`src/hw/vi_isa_pkg.sv`:
```
// Instruction set definitions: data and register widths, opcodes, instruction format
package vi_isa_pkg;

	localparam int xlen = 32;
	localparam int reg_addr_w = 5;
	localparam int imm_w = 13;

	typedef enum logic [3:0] {
		NOP = 4'd0,
		ADD = 4'd1,
		SUB = 4'd2,
		AND = 4'd3,
		OR  = 4'd4,
		XOR = 4'd5,
		SLL = 4'd6,
		MUL = 4'd7,
		LI  = 4'd8
	} opcode_t;

	// Msb first, 32 bits in total
	typedef struct packed {
		opcode_t                 op;
		logic [reg_addr_w-1:0]   rd;
		logic [reg_addr_w-1:0]   rs1;
		logic [reg_addr_w-1:0]   rs2;
		logic signed [imm_w-1:0] imm;
	} instr_t;

endpackage

```
`src/hw/vi_pipe_pkg.sv`:
```
// Pipeline stage structs: fetch entry, execute operation, write-back and forwarding
package vi_pipe_pkg;

	typedef struct packed {
		vi_isa_pkg::instr_t            instr;
		logic [vi_isa_pkg::xlen-1:0]   pc;
	} fetch_t;

	typedef struct packed {
		logic                              valid;
		vi_isa_pkg::opcode_t               op;
		logic [vi_isa_pkg::xlen-1:0]       pc;
		logic [vi_isa_pkg::reg_addr_w-1:0] rd;
		logic                              we;
		logic [vi_isa_pkg::xlen-1:0]       a;
		logic [vi_isa_pkg::xlen-1:0]       b;
	} exe_op_t;

	// Rd is zero for instructions that write no register
	typedef struct packed {
		logic                              valid;
		logic [vi_isa_pkg::xlen-1:0]       pc;
		logic [vi_isa_pkg::reg_addr_w-1:0] rd;
		logic [vi_isa_pkg::xlen-1:0]       data;
	} wb_t;

	typedef struct packed {
		logic                              valid;
		logic [vi_isa_pkg::reg_addr_w-1:0] rd;
		logic [vi_isa_pkg::xlen-1:0]       data;
	} fwd_t;

endpackage

```
`src/hw/fetch.sv`:
```
// Fetch stage: input handshake, pc counter and the entry register feeding decode
`timescale 1ns/1ns

module fetch (
	input  logic                clk_i,
	input  logic                rst_n_i,
	input  logic                in_valid_i,
	input  vi_isa_pkg::instr_t  in_instr_i,
	output logic                in_ready_o,
	input  logic                stall_i,
	output vi_pipe_pkg::fetch_t dec_o,
	output logic                dec_valid_o
);

	logic run_q;
	logic valid_q;
	logic accept;
	logic [vi_isa_pkg::xlen-1:0] pc_q;
	vi_pipe_pkg::fetch_t entry_q;

	// Entry is free when empty or when it moves on this cycle
	assign in_ready_o = run_q && (!valid_q || !stall_i);
	assign accept = in_valid_i && in_ready_o;

	always_ff @(posedge clk_i) begin
		if (!rst_n_i) begin
			run_q <= 1'b0;
			valid_q <= 1'b0;
			pc_q <= '0;
		end else begin
			run_q <= 1'b1;
			valid_q <= accept || (valid_q && stall_i);
			if (accept) begin
				pc_q <= pc_q + 32'd4;
			end
		end
	end

	always_ff @(posedge clk_i) begin
		if (accept) begin
			entry_q <= '{instr: in_instr_i, pc: pc_q};
		end
	end

	assign dec_o = entry_q;
	assign dec_valid_o = valid_q;

	// A stalled instruction is still held, unchanged, one cycle later
	a_hold_on_stall: assert property (@(posedge clk_i) disable iff (!rst_n_i)
		stall_i |=> valid_q && $stable(entry_q));

endmodule

```
`src/hw/decoder.sv`:
```
// Decode stage: field split, operand select, immediate extension and the execute register
`timescale 1ns/1ns

module decoder (
	input  logic                                  clk_i,
	input  logic                                  rst_n_i,
	input  vi_pipe_pkg::fetch_t                   dec_i,
	input  logic                                  dec_valid_i,
	input  logic                                  stall_i,
	output logic [vi_isa_pkg::reg_addr_w-1:0]     rs1_o,
	output logic [vi_isa_pkg::reg_addr_w-1:0]     rs2_o,
	input  logic [vi_isa_pkg::xlen-1:0]           reg_a_i,
	input  logic [vi_isa_pkg::xlen-1:0]           reg_b_i,
	input  logic                                  byp_a_en_i,
	input  logic                                  byp_b_en_i,
	input  logic [vi_isa_pkg::xlen-1:0]           byp_a_i,
	input  logic [vi_isa_pkg::xlen-1:0]           byp_b_i,
	output logic                                  op_is_mul_o,
	output logic                                  op_is_alu_o,
	output vi_pipe_pkg::exe_op_t                  exe_o
);

	vi_isa_pkg::instr_t instr;
	logic [vi_isa_pkg::xlen-1:0] imm_ext;
	logic [vi_isa_pkg::xlen-1:0] opnd_a;
	logic [vi_isa_pkg::xlen-1:0] opnd_b;
	vi_pipe_pkg::exe_op_t exe_d;
	vi_pipe_pkg::exe_op_t exe_q;

	assign instr = dec_i.instr;
	assign rs1_o = instr.rs1;
	assign rs2_o = instr.rs2;

	// NOP counts as an ALU op since it still takes the write-back slot
	assign op_is_mul_o = dec_valid_i && (instr.op == vi_isa_pkg::MUL);
	assign op_is_alu_o = dec_valid_i && (instr.op != vi_isa_pkg::MUL);

	assign imm_ext = {{(vi_isa_pkg::xlen - vi_isa_pkg::imm_w){instr.imm[vi_isa_pkg::imm_w-1]}},
		instr.imm};
	assign opnd_a = byp_a_en_i ? byp_a_i : reg_a_i;
	assign opnd_b = byp_b_en_i ? byp_b_i : reg_b_i;

	always_comb begin
		exe_d.valid = dec_valid_i && !stall_i;
		exe_d.op = instr.op;
		exe_d.pc = dec_i.pc;
		exe_d.rd = instr.rd;
		exe_d.we = (instr.op != vi_isa_pkg::NOP);
		exe_d.a = opnd_a;
		exe_d.b = (instr.op == vi_isa_pkg::LI) ? imm_ext : opnd_b;
	end

	always_ff @(posedge clk_i) begin
		if (!rst_n_i) begin
			exe_q.valid <= 1'b0;
		end else begin
			exe_q <= exe_d;
		end
	end

	assign exe_o = exe_q;

endmodule

```
`src/hw/int_registers.sv`:
```
// Integer register file: two asynchronous reads, one write, r0 reads zero
`timescale 1ns/1ns

module int_registers (
	input  logic                              clk_i,
	input  logic                              rst_n_i,
	input  logic [vi_isa_pkg::reg_addr_w-1:0] rs1_i,
	input  logic [vi_isa_pkg::reg_addr_w-1:0] rs2_i,
	input  vi_pipe_pkg::wb_t                  wb_i,
	output logic [vi_isa_pkg::xlen-1:0]       rd_a_o,
	output logic [vi_isa_pkg::xlen-1:0]       rd_b_o
);

	logic [vi_isa_pkg::xlen-1:0] regs [1:31];

	always_ff @(posedge clk_i) begin
		if (!rst_n_i) begin
			for (int i = 1; i < 32; i++) begin
				regs[i] <= '0;
			end
		end else if (wb_i.valid && (wb_i.rd != '0)) begin
			regs[wb_i.rd] <= wb_i.data;
		end
	end

	assign rd_a_o = (rs1_i == '0) ? '0 : regs[rs1_i];
	assign rd_b_o = (rs2_i == '0) ? '0 : regs[rs2_i];

endmodule

```
`src/hw/bypass_ctrl.sv`:
```
// Bypass and hazard control: operand forwarding select and decode stall
`timescale 1ns/1ns

module bypass_ctrl #(
	parameter int MUL_STAGES = 3
) (
	input  logic                              clk_i,
	input  logic                              rst_n_i,
	input  logic [vi_isa_pkg::reg_addr_w-1:0] rs1_i,
	input  logic [vi_isa_pkg::reg_addr_w-1:0] rs2_i,
	input  logic                              op_is_mul_i,
	input  logic                              op_is_alu_i,
	input  logic                              dec_valid_i,
	input  vi_pipe_pkg::exe_op_t              exe_i,
	input  vi_pipe_pkg::fwd_t                 alu_fwd_i,
	input  vi_pipe_pkg::fwd_t                 mul_fwd_i,
	input  vi_pipe_pkg::wb_t                  wb_i,
	input  logic [MUL_STAGES-1:0]             mul_busy_i,
	output logic                              byp_a_en_o,
	output logic                              byp_b_en_o,
	output logic [vi_isa_pkg::xlen-1:0]       byp_a_o,
	output logic [vi_isa_pkg::xlen-1:0]       byp_b_o,
	output logic                              stall_o
);

	logic [vi_isa_pkg::reg_addr_w-1:0] rd_q [MUL_STAGES];
	logic exe_mul;
	logic raw_mul;
	logic order_mul;
	vi_pipe_pkg::fwd_t sel_a;
	vi_pipe_pkg::fwd_t sel_b;

	// Youngest matching producer wins
	function automatic vi_pipe_pkg::fwd_t pick(
		input logic [vi_isa_pkg::reg_addr_w-1:0] rs,
		input vi_pipe_pkg::fwd_t alu,
		input vi_pipe_pkg::fwd_t mul,
		input vi_pipe_pkg::wb_t wb
	);
		vi_pipe_pkg::fwd_t res;
		res.valid = 1'b1;
		res.rd = rs;
		if (alu.valid && (alu.rd == rs)) begin
			res.data = alu.data;
		end else if (mul.valid && (mul.rd == rs)) begin
			res.data = mul.data;
		end else if (wb.valid && (wb.rd != '0) && (wb.rd == rs)) begin
			res.data = wb.data;
		end else begin
			res.valid = 1'b0;
			res.data = '0;
		end
		return res;
	endfunction

	function automatic logic reads(input logic [vi_isa_pkg::reg_addr_w-1:0] rd);
		return (rd != '0) && ((rd == rs1_i) || (rd == rs2_i));
	endfunction

	assign sel_a = pick(rs1_i, alu_fwd_i, mul_fwd_i, wb_i);
	assign sel_b = pick(rs2_i, alu_fwd_i, mul_fwd_i, wb_i);
	assign byp_a_en_o = sel_a.valid;
	assign byp_b_en_o = sel_b.valid;
	assign byp_a_o = sel_a.data;
	assign byp_b_o = sel_b.data;

	// Destination copy of each multiplier stage
	always_ff @(posedge clk_i) begin
		rd_q[0] <= exe_i.rd;
		for (int j = 1; j < MUL_STAGES; j++) begin
			rd_q[j] <= rd_q[j-1];
		end
	end

	assign exe_mul = exe_i.valid && (exe_i.op == vi_isa_pkg::MUL);

	// MULs in execute or before the last stage cannot forward yet
	always_comb begin
		raw_mul = exe_mul && reads(exe_i.rd);
		order_mul = exe_mul;
		for (int j = 0; j < MUL_STAGES - 1; j++) begin
			raw_mul = raw_mul || (mul_busy_i[j] && reads(rd_q[j]));
			order_mul = order_mul || mul_busy_i[j];
		end
	end

	// ALU ops wait behind such MULs, which frees the write port and keeps writes in order
	assign stall_o = (op_is_alu_i && order_mul) || (op_is_mul_i && raw_mul);

	a_stall_in_decode: assert property (@(posedge clk_i) disable iff (!rst_n_i)
		stall_o |-> dec_valid_i);

endmodule

```
`src/hw/exe_unit.sv`:
```
// Execute stage: ALU, multiplier shift pipeline and the write-back register
`timescale 1ns/1ns

module exe_unit #(
	parameter int MUL_STAGES = 3
) (
	input  logic                  clk_i,
	input  logic                  rst_n_i,
	input  vi_pipe_pkg::exe_op_t  exe_i,
	output vi_pipe_pkg::fwd_t     alu_fwd_o,
	output vi_pipe_pkg::fwd_t     mul_fwd_o,
	output logic [MUL_STAGES-1:0] mul_busy_o,
	output vi_pipe_pkg::wb_t      wb_o
);

	logic is_mul;
	logic alu_done;
	logic mul_done;
	logic [vi_isa_pkg::xlen-1:0] alu_res;
	logic [vi_isa_pkg::xlen-1:0] mul_lo;
	vi_pipe_pkg::wb_t mul_q [MUL_STAGES];
	vi_pipe_pkg::wb_t wb_q;

	assign is_mul = (exe_i.op == vi_isa_pkg::MUL);
	assign alu_done = exe_i.valid && !is_mul;
	assign mul_done = mul_q[MUL_STAGES-1].valid;

	always_comb begin
		case (exe_i.op)
			vi_isa_pkg::ADD: alu_res = exe_i.a + exe_i.b;
			vi_isa_pkg::SUB: alu_res = exe_i.a - exe_i.b;
			vi_isa_pkg::AND: alu_res = exe_i.a & exe_i.b;
			vi_isa_pkg::OR:  alu_res = exe_i.a | exe_i.b;
			vi_isa_pkg::XOR: alu_res = exe_i.a ^ exe_i.b;
			vi_isa_pkg::SLL: alu_res = exe_i.a << exe_i.b[4:0];
			vi_isa_pkg::LI:  alu_res = exe_i.b;
			default:         alu_res = '0;
		endcase
	end

	// Low half of the product only
	assign mul_lo = exe_i.a * exe_i.b;

	always_ff @(posedge clk_i) begin
		if (!rst_n_i) begin
			for (int j = 0; j < MUL_STAGES; j++) begin
				mul_q[j].valid <= 1'b0;
			end
		end else begin
			mul_q[0] <= '{valid: exe_i.valid && is_mul, pc: exe_i.pc, rd: exe_i.rd,
				data: mul_lo};
			for (int j = 1; j < MUL_STAGES; j++) begin
				mul_q[j] <= mul_q[j-1];
			end
		end
	end

	always_comb begin
		for (int j = 0; j < MUL_STAGES; j++) begin
			mul_busy_o[j] = mul_q[j].valid;
		end
	end

	always_comb begin
		alu_fwd_o.valid = alu_done && exe_i.we && (exe_i.rd != '0);
		alu_fwd_o.rd = exe_i.rd;
		alu_fwd_o.data = alu_res;
		mul_fwd_o.valid = mul_done && (mul_q[MUL_STAGES-1].rd != '0);
		mul_fwd_o.rd = mul_q[MUL_STAGES-1].rd;
		mul_fwd_o.data = mul_q[MUL_STAGES-1].data;
	end

	always_ff @(posedge clk_i) begin
		if (!rst_n_i) begin
			wb_q.valid <= 1'b0;
		end else if (mul_done) begin
			wb_q <= mul_q[MUL_STAGES-1];
		end else begin
			wb_q.valid <= alu_done;
			wb_q.pc <= exe_i.pc;
			wb_q.rd <= exe_i.we ? exe_i.rd : '0;
			wb_q.data <= alu_res;
		end
	end

	assign wb_o = wb_q;

	// Decode stall keeps the ALU and multiplier off the write port together
	a_one_writer: assert property (@(posedge clk_i) disable iff (!rst_n_i)
		!(alu_done && mul_done));

endmodule

```
`src/hw/vi_core.sv`:
```
// Core top level: fetch, decode, register file, bypass control and execute
`timescale 1ns/1ns

module vi_core #(
	parameter int MUL_STAGES = 3
) (
	input  logic               clk_i,
	input  logic               rst_n_i,
	input  logic               in_valid_i,
	input  vi_isa_pkg::instr_t in_instr_i,
	output logic               in_ready_o,
	output vi_pipe_pkg::wb_t   retire_o
);

	// Fetch to decode
	vi_pipe_pkg::fetch_t dec_entry;
	logic dec_valid;
	logic stall;

	// Decode operands
	logic [vi_isa_pkg::reg_addr_w-1:0] rs1;
	logic [vi_isa_pkg::reg_addr_w-1:0] rs2;
	logic [vi_isa_pkg::xlen-1:0] reg_a;
	logic [vi_isa_pkg::xlen-1:0] reg_b;
	logic byp_a_en;
	logic byp_b_en;
	logic [vi_isa_pkg::xlen-1:0] byp_a;
	logic [vi_isa_pkg::xlen-1:0] byp_b;
	logic op_is_mul;
	logic op_is_alu;

	// Execute and write-back
	vi_pipe_pkg::exe_op_t exe_op;
	vi_pipe_pkg::fwd_t alu_fwd;
	vi_pipe_pkg::fwd_t mul_fwd;
	logic [MUL_STAGES-1:0] mul_busy;
	vi_pipe_pkg::wb_t wb;

	fetch fetch (
		.clk_i       (clk_i),
		.rst_n_i     (rst_n_i),
		.in_valid_i  (in_valid_i),
		.in_instr_i  (in_instr_i),
		.in_ready_o  (in_ready_o),
		.stall_i     (stall),
		.dec_o       (dec_entry),
		.dec_valid_o (dec_valid)
	);

	decoder decoder (
		.clk_i       (clk_i),
		.rst_n_i     (rst_n_i),
		.dec_i       (dec_entry),
		.dec_valid_i (dec_valid),
		.stall_i     (stall),
		.rs1_o       (rs1),
		.rs2_o       (rs2),
		.reg_a_i     (reg_a),
		.reg_b_i     (reg_b),
		.byp_a_en_i  (byp_a_en),
		.byp_b_en_i  (byp_b_en),
		.byp_a_i     (byp_a),
		.byp_b_i     (byp_b),
		.op_is_mul_o (op_is_mul),
		.op_is_alu_o (op_is_alu),
		.exe_o       (exe_op)
	);

	int_registers int_registers (
		.clk_i   (clk_i),
		.rst_n_i (rst_n_i),
		.rs1_i   (rs1),
		.rs2_i   (rs2),
		.wb_i    (wb),
		.rd_a_o  (reg_a),
		.rd_b_o  (reg_b)
	);

	bypass_ctrl #(
		.MUL_STAGES (MUL_STAGES)
	) bypass_ctrl (
		.clk_i       (clk_i),
		.rst_n_i     (rst_n_i),
		.rs1_i       (rs1),
		.rs2_i       (rs2),
		.op_is_mul_i (op_is_mul),
		.op_is_alu_i (op_is_alu),
		.dec_valid_i (dec_valid),
		.exe_i       (exe_op),
		.alu_fwd_i   (alu_fwd),
		.mul_fwd_i   (mul_fwd),
		.wb_i        (wb),
		.mul_busy_i  (mul_busy),
		.byp_a_en_o  (byp_a_en),
		.byp_b_en_o  (byp_b_en),
		.byp_a_o     (byp_a),
		.byp_b_o     (byp_b),
		.stall_o     (stall)
	);

	exe_unit #(
		.MUL_STAGES (MUL_STAGES)
	) exe_unit (
		.clk_i      (clk_i),
		.rst_n_i    (rst_n_i),
		.exe_i      (exe_op),
		.alu_fwd_o  (alu_fwd),
		.mul_fwd_o  (mul_fwd),
		.mul_busy_o (mul_busy),
		.wb_o       (wb)
	);

	assign retire_o = wb;

endmodule

```
`config.mk`:
```
export PLATFORM = sky130hd
export DESIGN_NAME = vi_core
export DESIGN_NICKNAME = d
export VERILOG_FILES = /design/src/hw/vi_isa_pkg.sv /design/src/hw/vi_pipe_pkg.sv /design/src/hw/fetch.sv /design/src/hw/decoder.sv /design/src/hw/int_registers.sv /design/src/hw/bypass_ctrl.sv /design/src/hw/exe_unit.sv /design/src/hw/vi_core.sv
export SDC_FILE = /design/constraint.sdc
export NUM_CORES = 2
export LEC_CHECK = 0
export ABC_AREA = 1
export BUFFER_PORTS_ARGS = -buffer_cell sky130_fd_sc_hd__buf_2
export CORE_MARGIN = 3
export CORE_UTILIZATION = 30
export CTS_CLUSTER_DIAMETER = 80
export DETAILED_ROUTE_END_ITERATION = 10
export GPL_TIMING_DRIVEN = 1
export PLACE_DENSITY = 0.46
export SYNTH_ARGS = -nofsm -noshare
export SYNTH_HDL_FRONTEND = slang
export SYNTH_SLANG_ARGS = --single-unit
```
`constraint.sdc`:
```
create_clock -name clk_i -period 10.2 [get_ports clk_i]
set_input_delay 0.51 -clock clk_i [delete_from_list [all_inputs] [get_ports clk_i]]
set_output_delay 0.51 -clock clk_i [all_outputs]
set_load 0.005 [all_outputs]
```
==> flow_summary_export.csv <==
group,metric,value,unit
sta,fin_crit,7970,ps
floorplanning,chipHeight,576,um
synth,synth_top_area_frac,0.448,
synth,yosysWarnings,0,
synth,syn_avg_cell_area,8.58,um2
synth,synth_area,0.0976,mm2
drt,route.detailed.drc,0,
sta,fin_setup_tns,0,ps
worst_setup_path,ff2ff_path_depth,20,
placement,hpwlAfterDp,262000,um
hold_path,hold_path_end,"exe_unit.wb_o[31]$_DFFE_PP_",
sta,period_share,0.781,
clock_tree,insertion_delay,930,ps
synth,ys_types,64,
cells_and_area,syn_to_final_growth,11.0,%
worst_setup_path,cp_data_arrival_time,8500,ps
worst_setup_path,critPathKind,"flop to flop",
floorplanning,initial_core_util,0.303,
sta,worst_pin_slew,1310,ps
clock_tree,clk_pin_slew,60,ps
run_status,status,"completed",
placement,post-place-ws,2260,ps
drt,drt_iter0_drc,11100,
worst_setup_path,worstSetupEndpointType,"flop",
sta,max_freq,125,MHz
worst_setup_path,cp-start-kind,"flop",
floorplanning,core-area,0.322,mm2
worst_setup_path,r2r_slack,2230,ps
drt,ant_nets,0,
sta,setup_violations,0,
hold_path,worstHoldPathCells,1,
drt,drt-pass1-iter-count,9,
sta,rsz0062_at_grt,"false",
placement,globalplace.congestion,0.962,
sta,finalWorstSetupSlack,2230,ps
clock_tree,cts_made_buffers,192,
synth,yosysSeqAreaShare,0.460,
grt,grt_max_degree,184,
floorplanning,core.rowCount,208,
worst_setup_path,crit_fanout,26,
hold_path,hp-start,"rst_n_i",
drt,wl_per_cell,26.5,um
synth,ys.flop_type,"edfxtp_1",
hold_path,hold_class,"primary input to flop",
synth,yosysTopAreaCell,"edfxtp_1",
grt,overflow,0,
cells_and_area,fin_nets,11800,
worst_setup_path,reg2reg_from,"decoder.exe_o[3]$_DFFE_PP_",
grt,antenna_found_initial,18,
clock_tree,cts_htree_levels,4,
sta,slew_violations,0,
placement,numPortBuffers,103,
grt,grt_util_all_layers,0.241,
synth,synth_area_leaders,"edfxtp_1 45%, fa_1 8.4%, o21ai_0 7.8%",
cells_and_area,drive_gt1_frac,0.0667,
drt,num_vias,84600,
drt,viasPerCell,5.44,
flow_run,cap_violations,0,
sta,fin_worst_skew,146,ps
worst_setup_path,r2r-end,"exe_unit.mul_q[0][29]$_DFFE_PP_",
cells_and_area,final_cell_mix,"1798 x nor2_1, 1627 x nand2_1, 1525 x o21ai_0, 1458 x edfxtp_1, 1408 x inv_1",
grt,grt_pass1_wl,590000,um
cells_and_area,final_common_cell,"nor2_1",
synth,syn_inst,11400,
worst_setup_path,crit_required,10730,ps
drt,drt-total-wl,412000,um
grt,grt_pass1_vias,82300,
clock_tree,cts_root_buf,"clkbuf_16",
cells_and_area,fillers,33200,
floorplanning,dieArea,0.332,mm2
floorplanning,die_x,576,um
sta,final_hold_viol_count,0,
synth,async_reset_ff_frac,0,
clock_tree,cts_buffer_depth,4,
clock_tree,cts_tree,"done",
clock_tree,clock_sinks,1515,
floorplanning,io_pins,106,
clock_tree,cts_setup_buffers,0,
synth,synth-edff-count,1458,
synth,ys_ff_latch,1515,
sta,slew_headroom,0.127,
==> repair_timing <==
action	in CTS	in global routing
hold buffers	32	0
endpoints found under the hold margin	41	0
gates resized for setup	0	0
==> cell families (layout without fill, tap and decap cells) <==
| group | count (synthesis) | in the layout | share of synthesized area |
|---|---|---|---|
| and+or+nand+nor | 4119 | 4119 | 0.169 |
| AOI/OAI and AO/OA | 2672 | 2672 | 0.154 |
| buffers and inverters | 2324 | 2155 | 0.0939 |
| DFF | 1515 | 1515 | 0.460 |
| adders and majority gates | 630 | 630 | 0.112 |
| xor gates and xnor gates | 117 | 117 | 0.0105 |
| muxes | 3 | 3 | 0.000308 |
| other | 1 | 38 | 0.0000384 |
==> per-stage QoR <==
step                utilization  area, um2  cells  hold WS (ps)
floorplan                     -      97800  11400           374
global placement          0.317     102000  15200           398
detailed placement        0.317     102000  15200           399
CTS                       0.336     108000  15600           172
global route              0.336     108000  15600           211
finish                    0.336     108000  15600           226
==> cells in the mapped netlist, types with 84 or more instances <==
| cell type | n |
|---|---|
| nor2_1 | 1799 |
| nand2_1 | 1688 |
| o21ai_0 | 1525 |
| edfxtp_1 | 1458 |
| inv_1 | 1413 |
| clkbuf_1 | 607 |
| a21oi_1 | 549 |
| nand3_1 | 476 |
| fa_1 | 409 |
| o221ai_1 | 250 |
| ha_1 | 221 |
| buf_2 | 174 |
| o211ai_1 | 150 |
| xor2_1 | 84 |
==> per-layer routing <==
layer,GRT usage,up-vias,part of all wire
met2,0.368,4650,0.44
met5,0,-,0.00010
met3,0.0399,832,0.090
met1,0.333,41700,0.42
li1,-,37400,-
met4,0.108,6,0.050
==> layout make-up <==
type	count	area, um2	area share
diodes	4	10.0	0.0000924
clock inverters	109	887	0.00819
repair buffers	374	2770	0.0255
clock buffers	231	5020	0.0464
well taps	4305	5390	0.0497
inverters	1441	5450	0.0503
flip-flops and latches	1515	45000	0.415
multi-input cells	7575	43900	0.405
==> flip-flops by register name (all words and copies together), names as in the netlist, named ones only <==
name,flops
int_registers.regs,1024
bypass_ctrl.rd_q,10
fetch.pc_q,30
fetch.dec_valid_o,1
fetch.dec_o,62
exe_unit.mul_q,204
fetch.run_q,1
decoder.exe_o,105
exe_unit.wb_o,68
==> critical path, stage by stage (launching register included) <==
cell,delay [ps]
edfxtp_1,920
buf_4,520
nand2_1,140
fa_1,520
inv_1,50
fa_1,470
inv_1,60
fa_1,510
fa_1,560
inv_1,50
fa_1,480
fa_1,640
fa_1,480
fa_1,460
ha_1,370
nand2_1,160
nor2_1,150
a211oi_1,480
nand3_1,350
o21ai_0,250
a21oi_1,50
==> worst max path at each step <==
stage / start / endpoint / slack, ps
floorplan: decoder.exe_o[2]$_DFFE_PP_ / exe_unit.mul_q[0][26]$_DFFE_PP_ / 2990
global route: decoder.exe_o[14]$_DFFE_PP_ / exe_unit.mul_q[0][29]$_DFFE_PP_ / 1850
detailed placement: decoder.exe_o[14]$_DFFE_PP_ / exe_unit.mul_q[0][29]$_DFFE_PP_ / 2260
finish: decoder.exe_o[3]$_DFFE_PP_ / exe_unit.mul_q[0][29]$_DFFE_PP_ / 2230
global placement: decoder.exe_o[14]$_DFFE_PP_ / exe_unit.mul_q[0][29]$_DFFE_PP_ / 2140
CTS: decoder.exe_o[14]$_DFFE_PP_ / exe_unit.mul_q[0][29]$_DFFE_PP_ / 2180
Power is left out: the tool's default activity adds up to more than one toggle a clock period on the data nets, which glitch-free logic cannot reach.
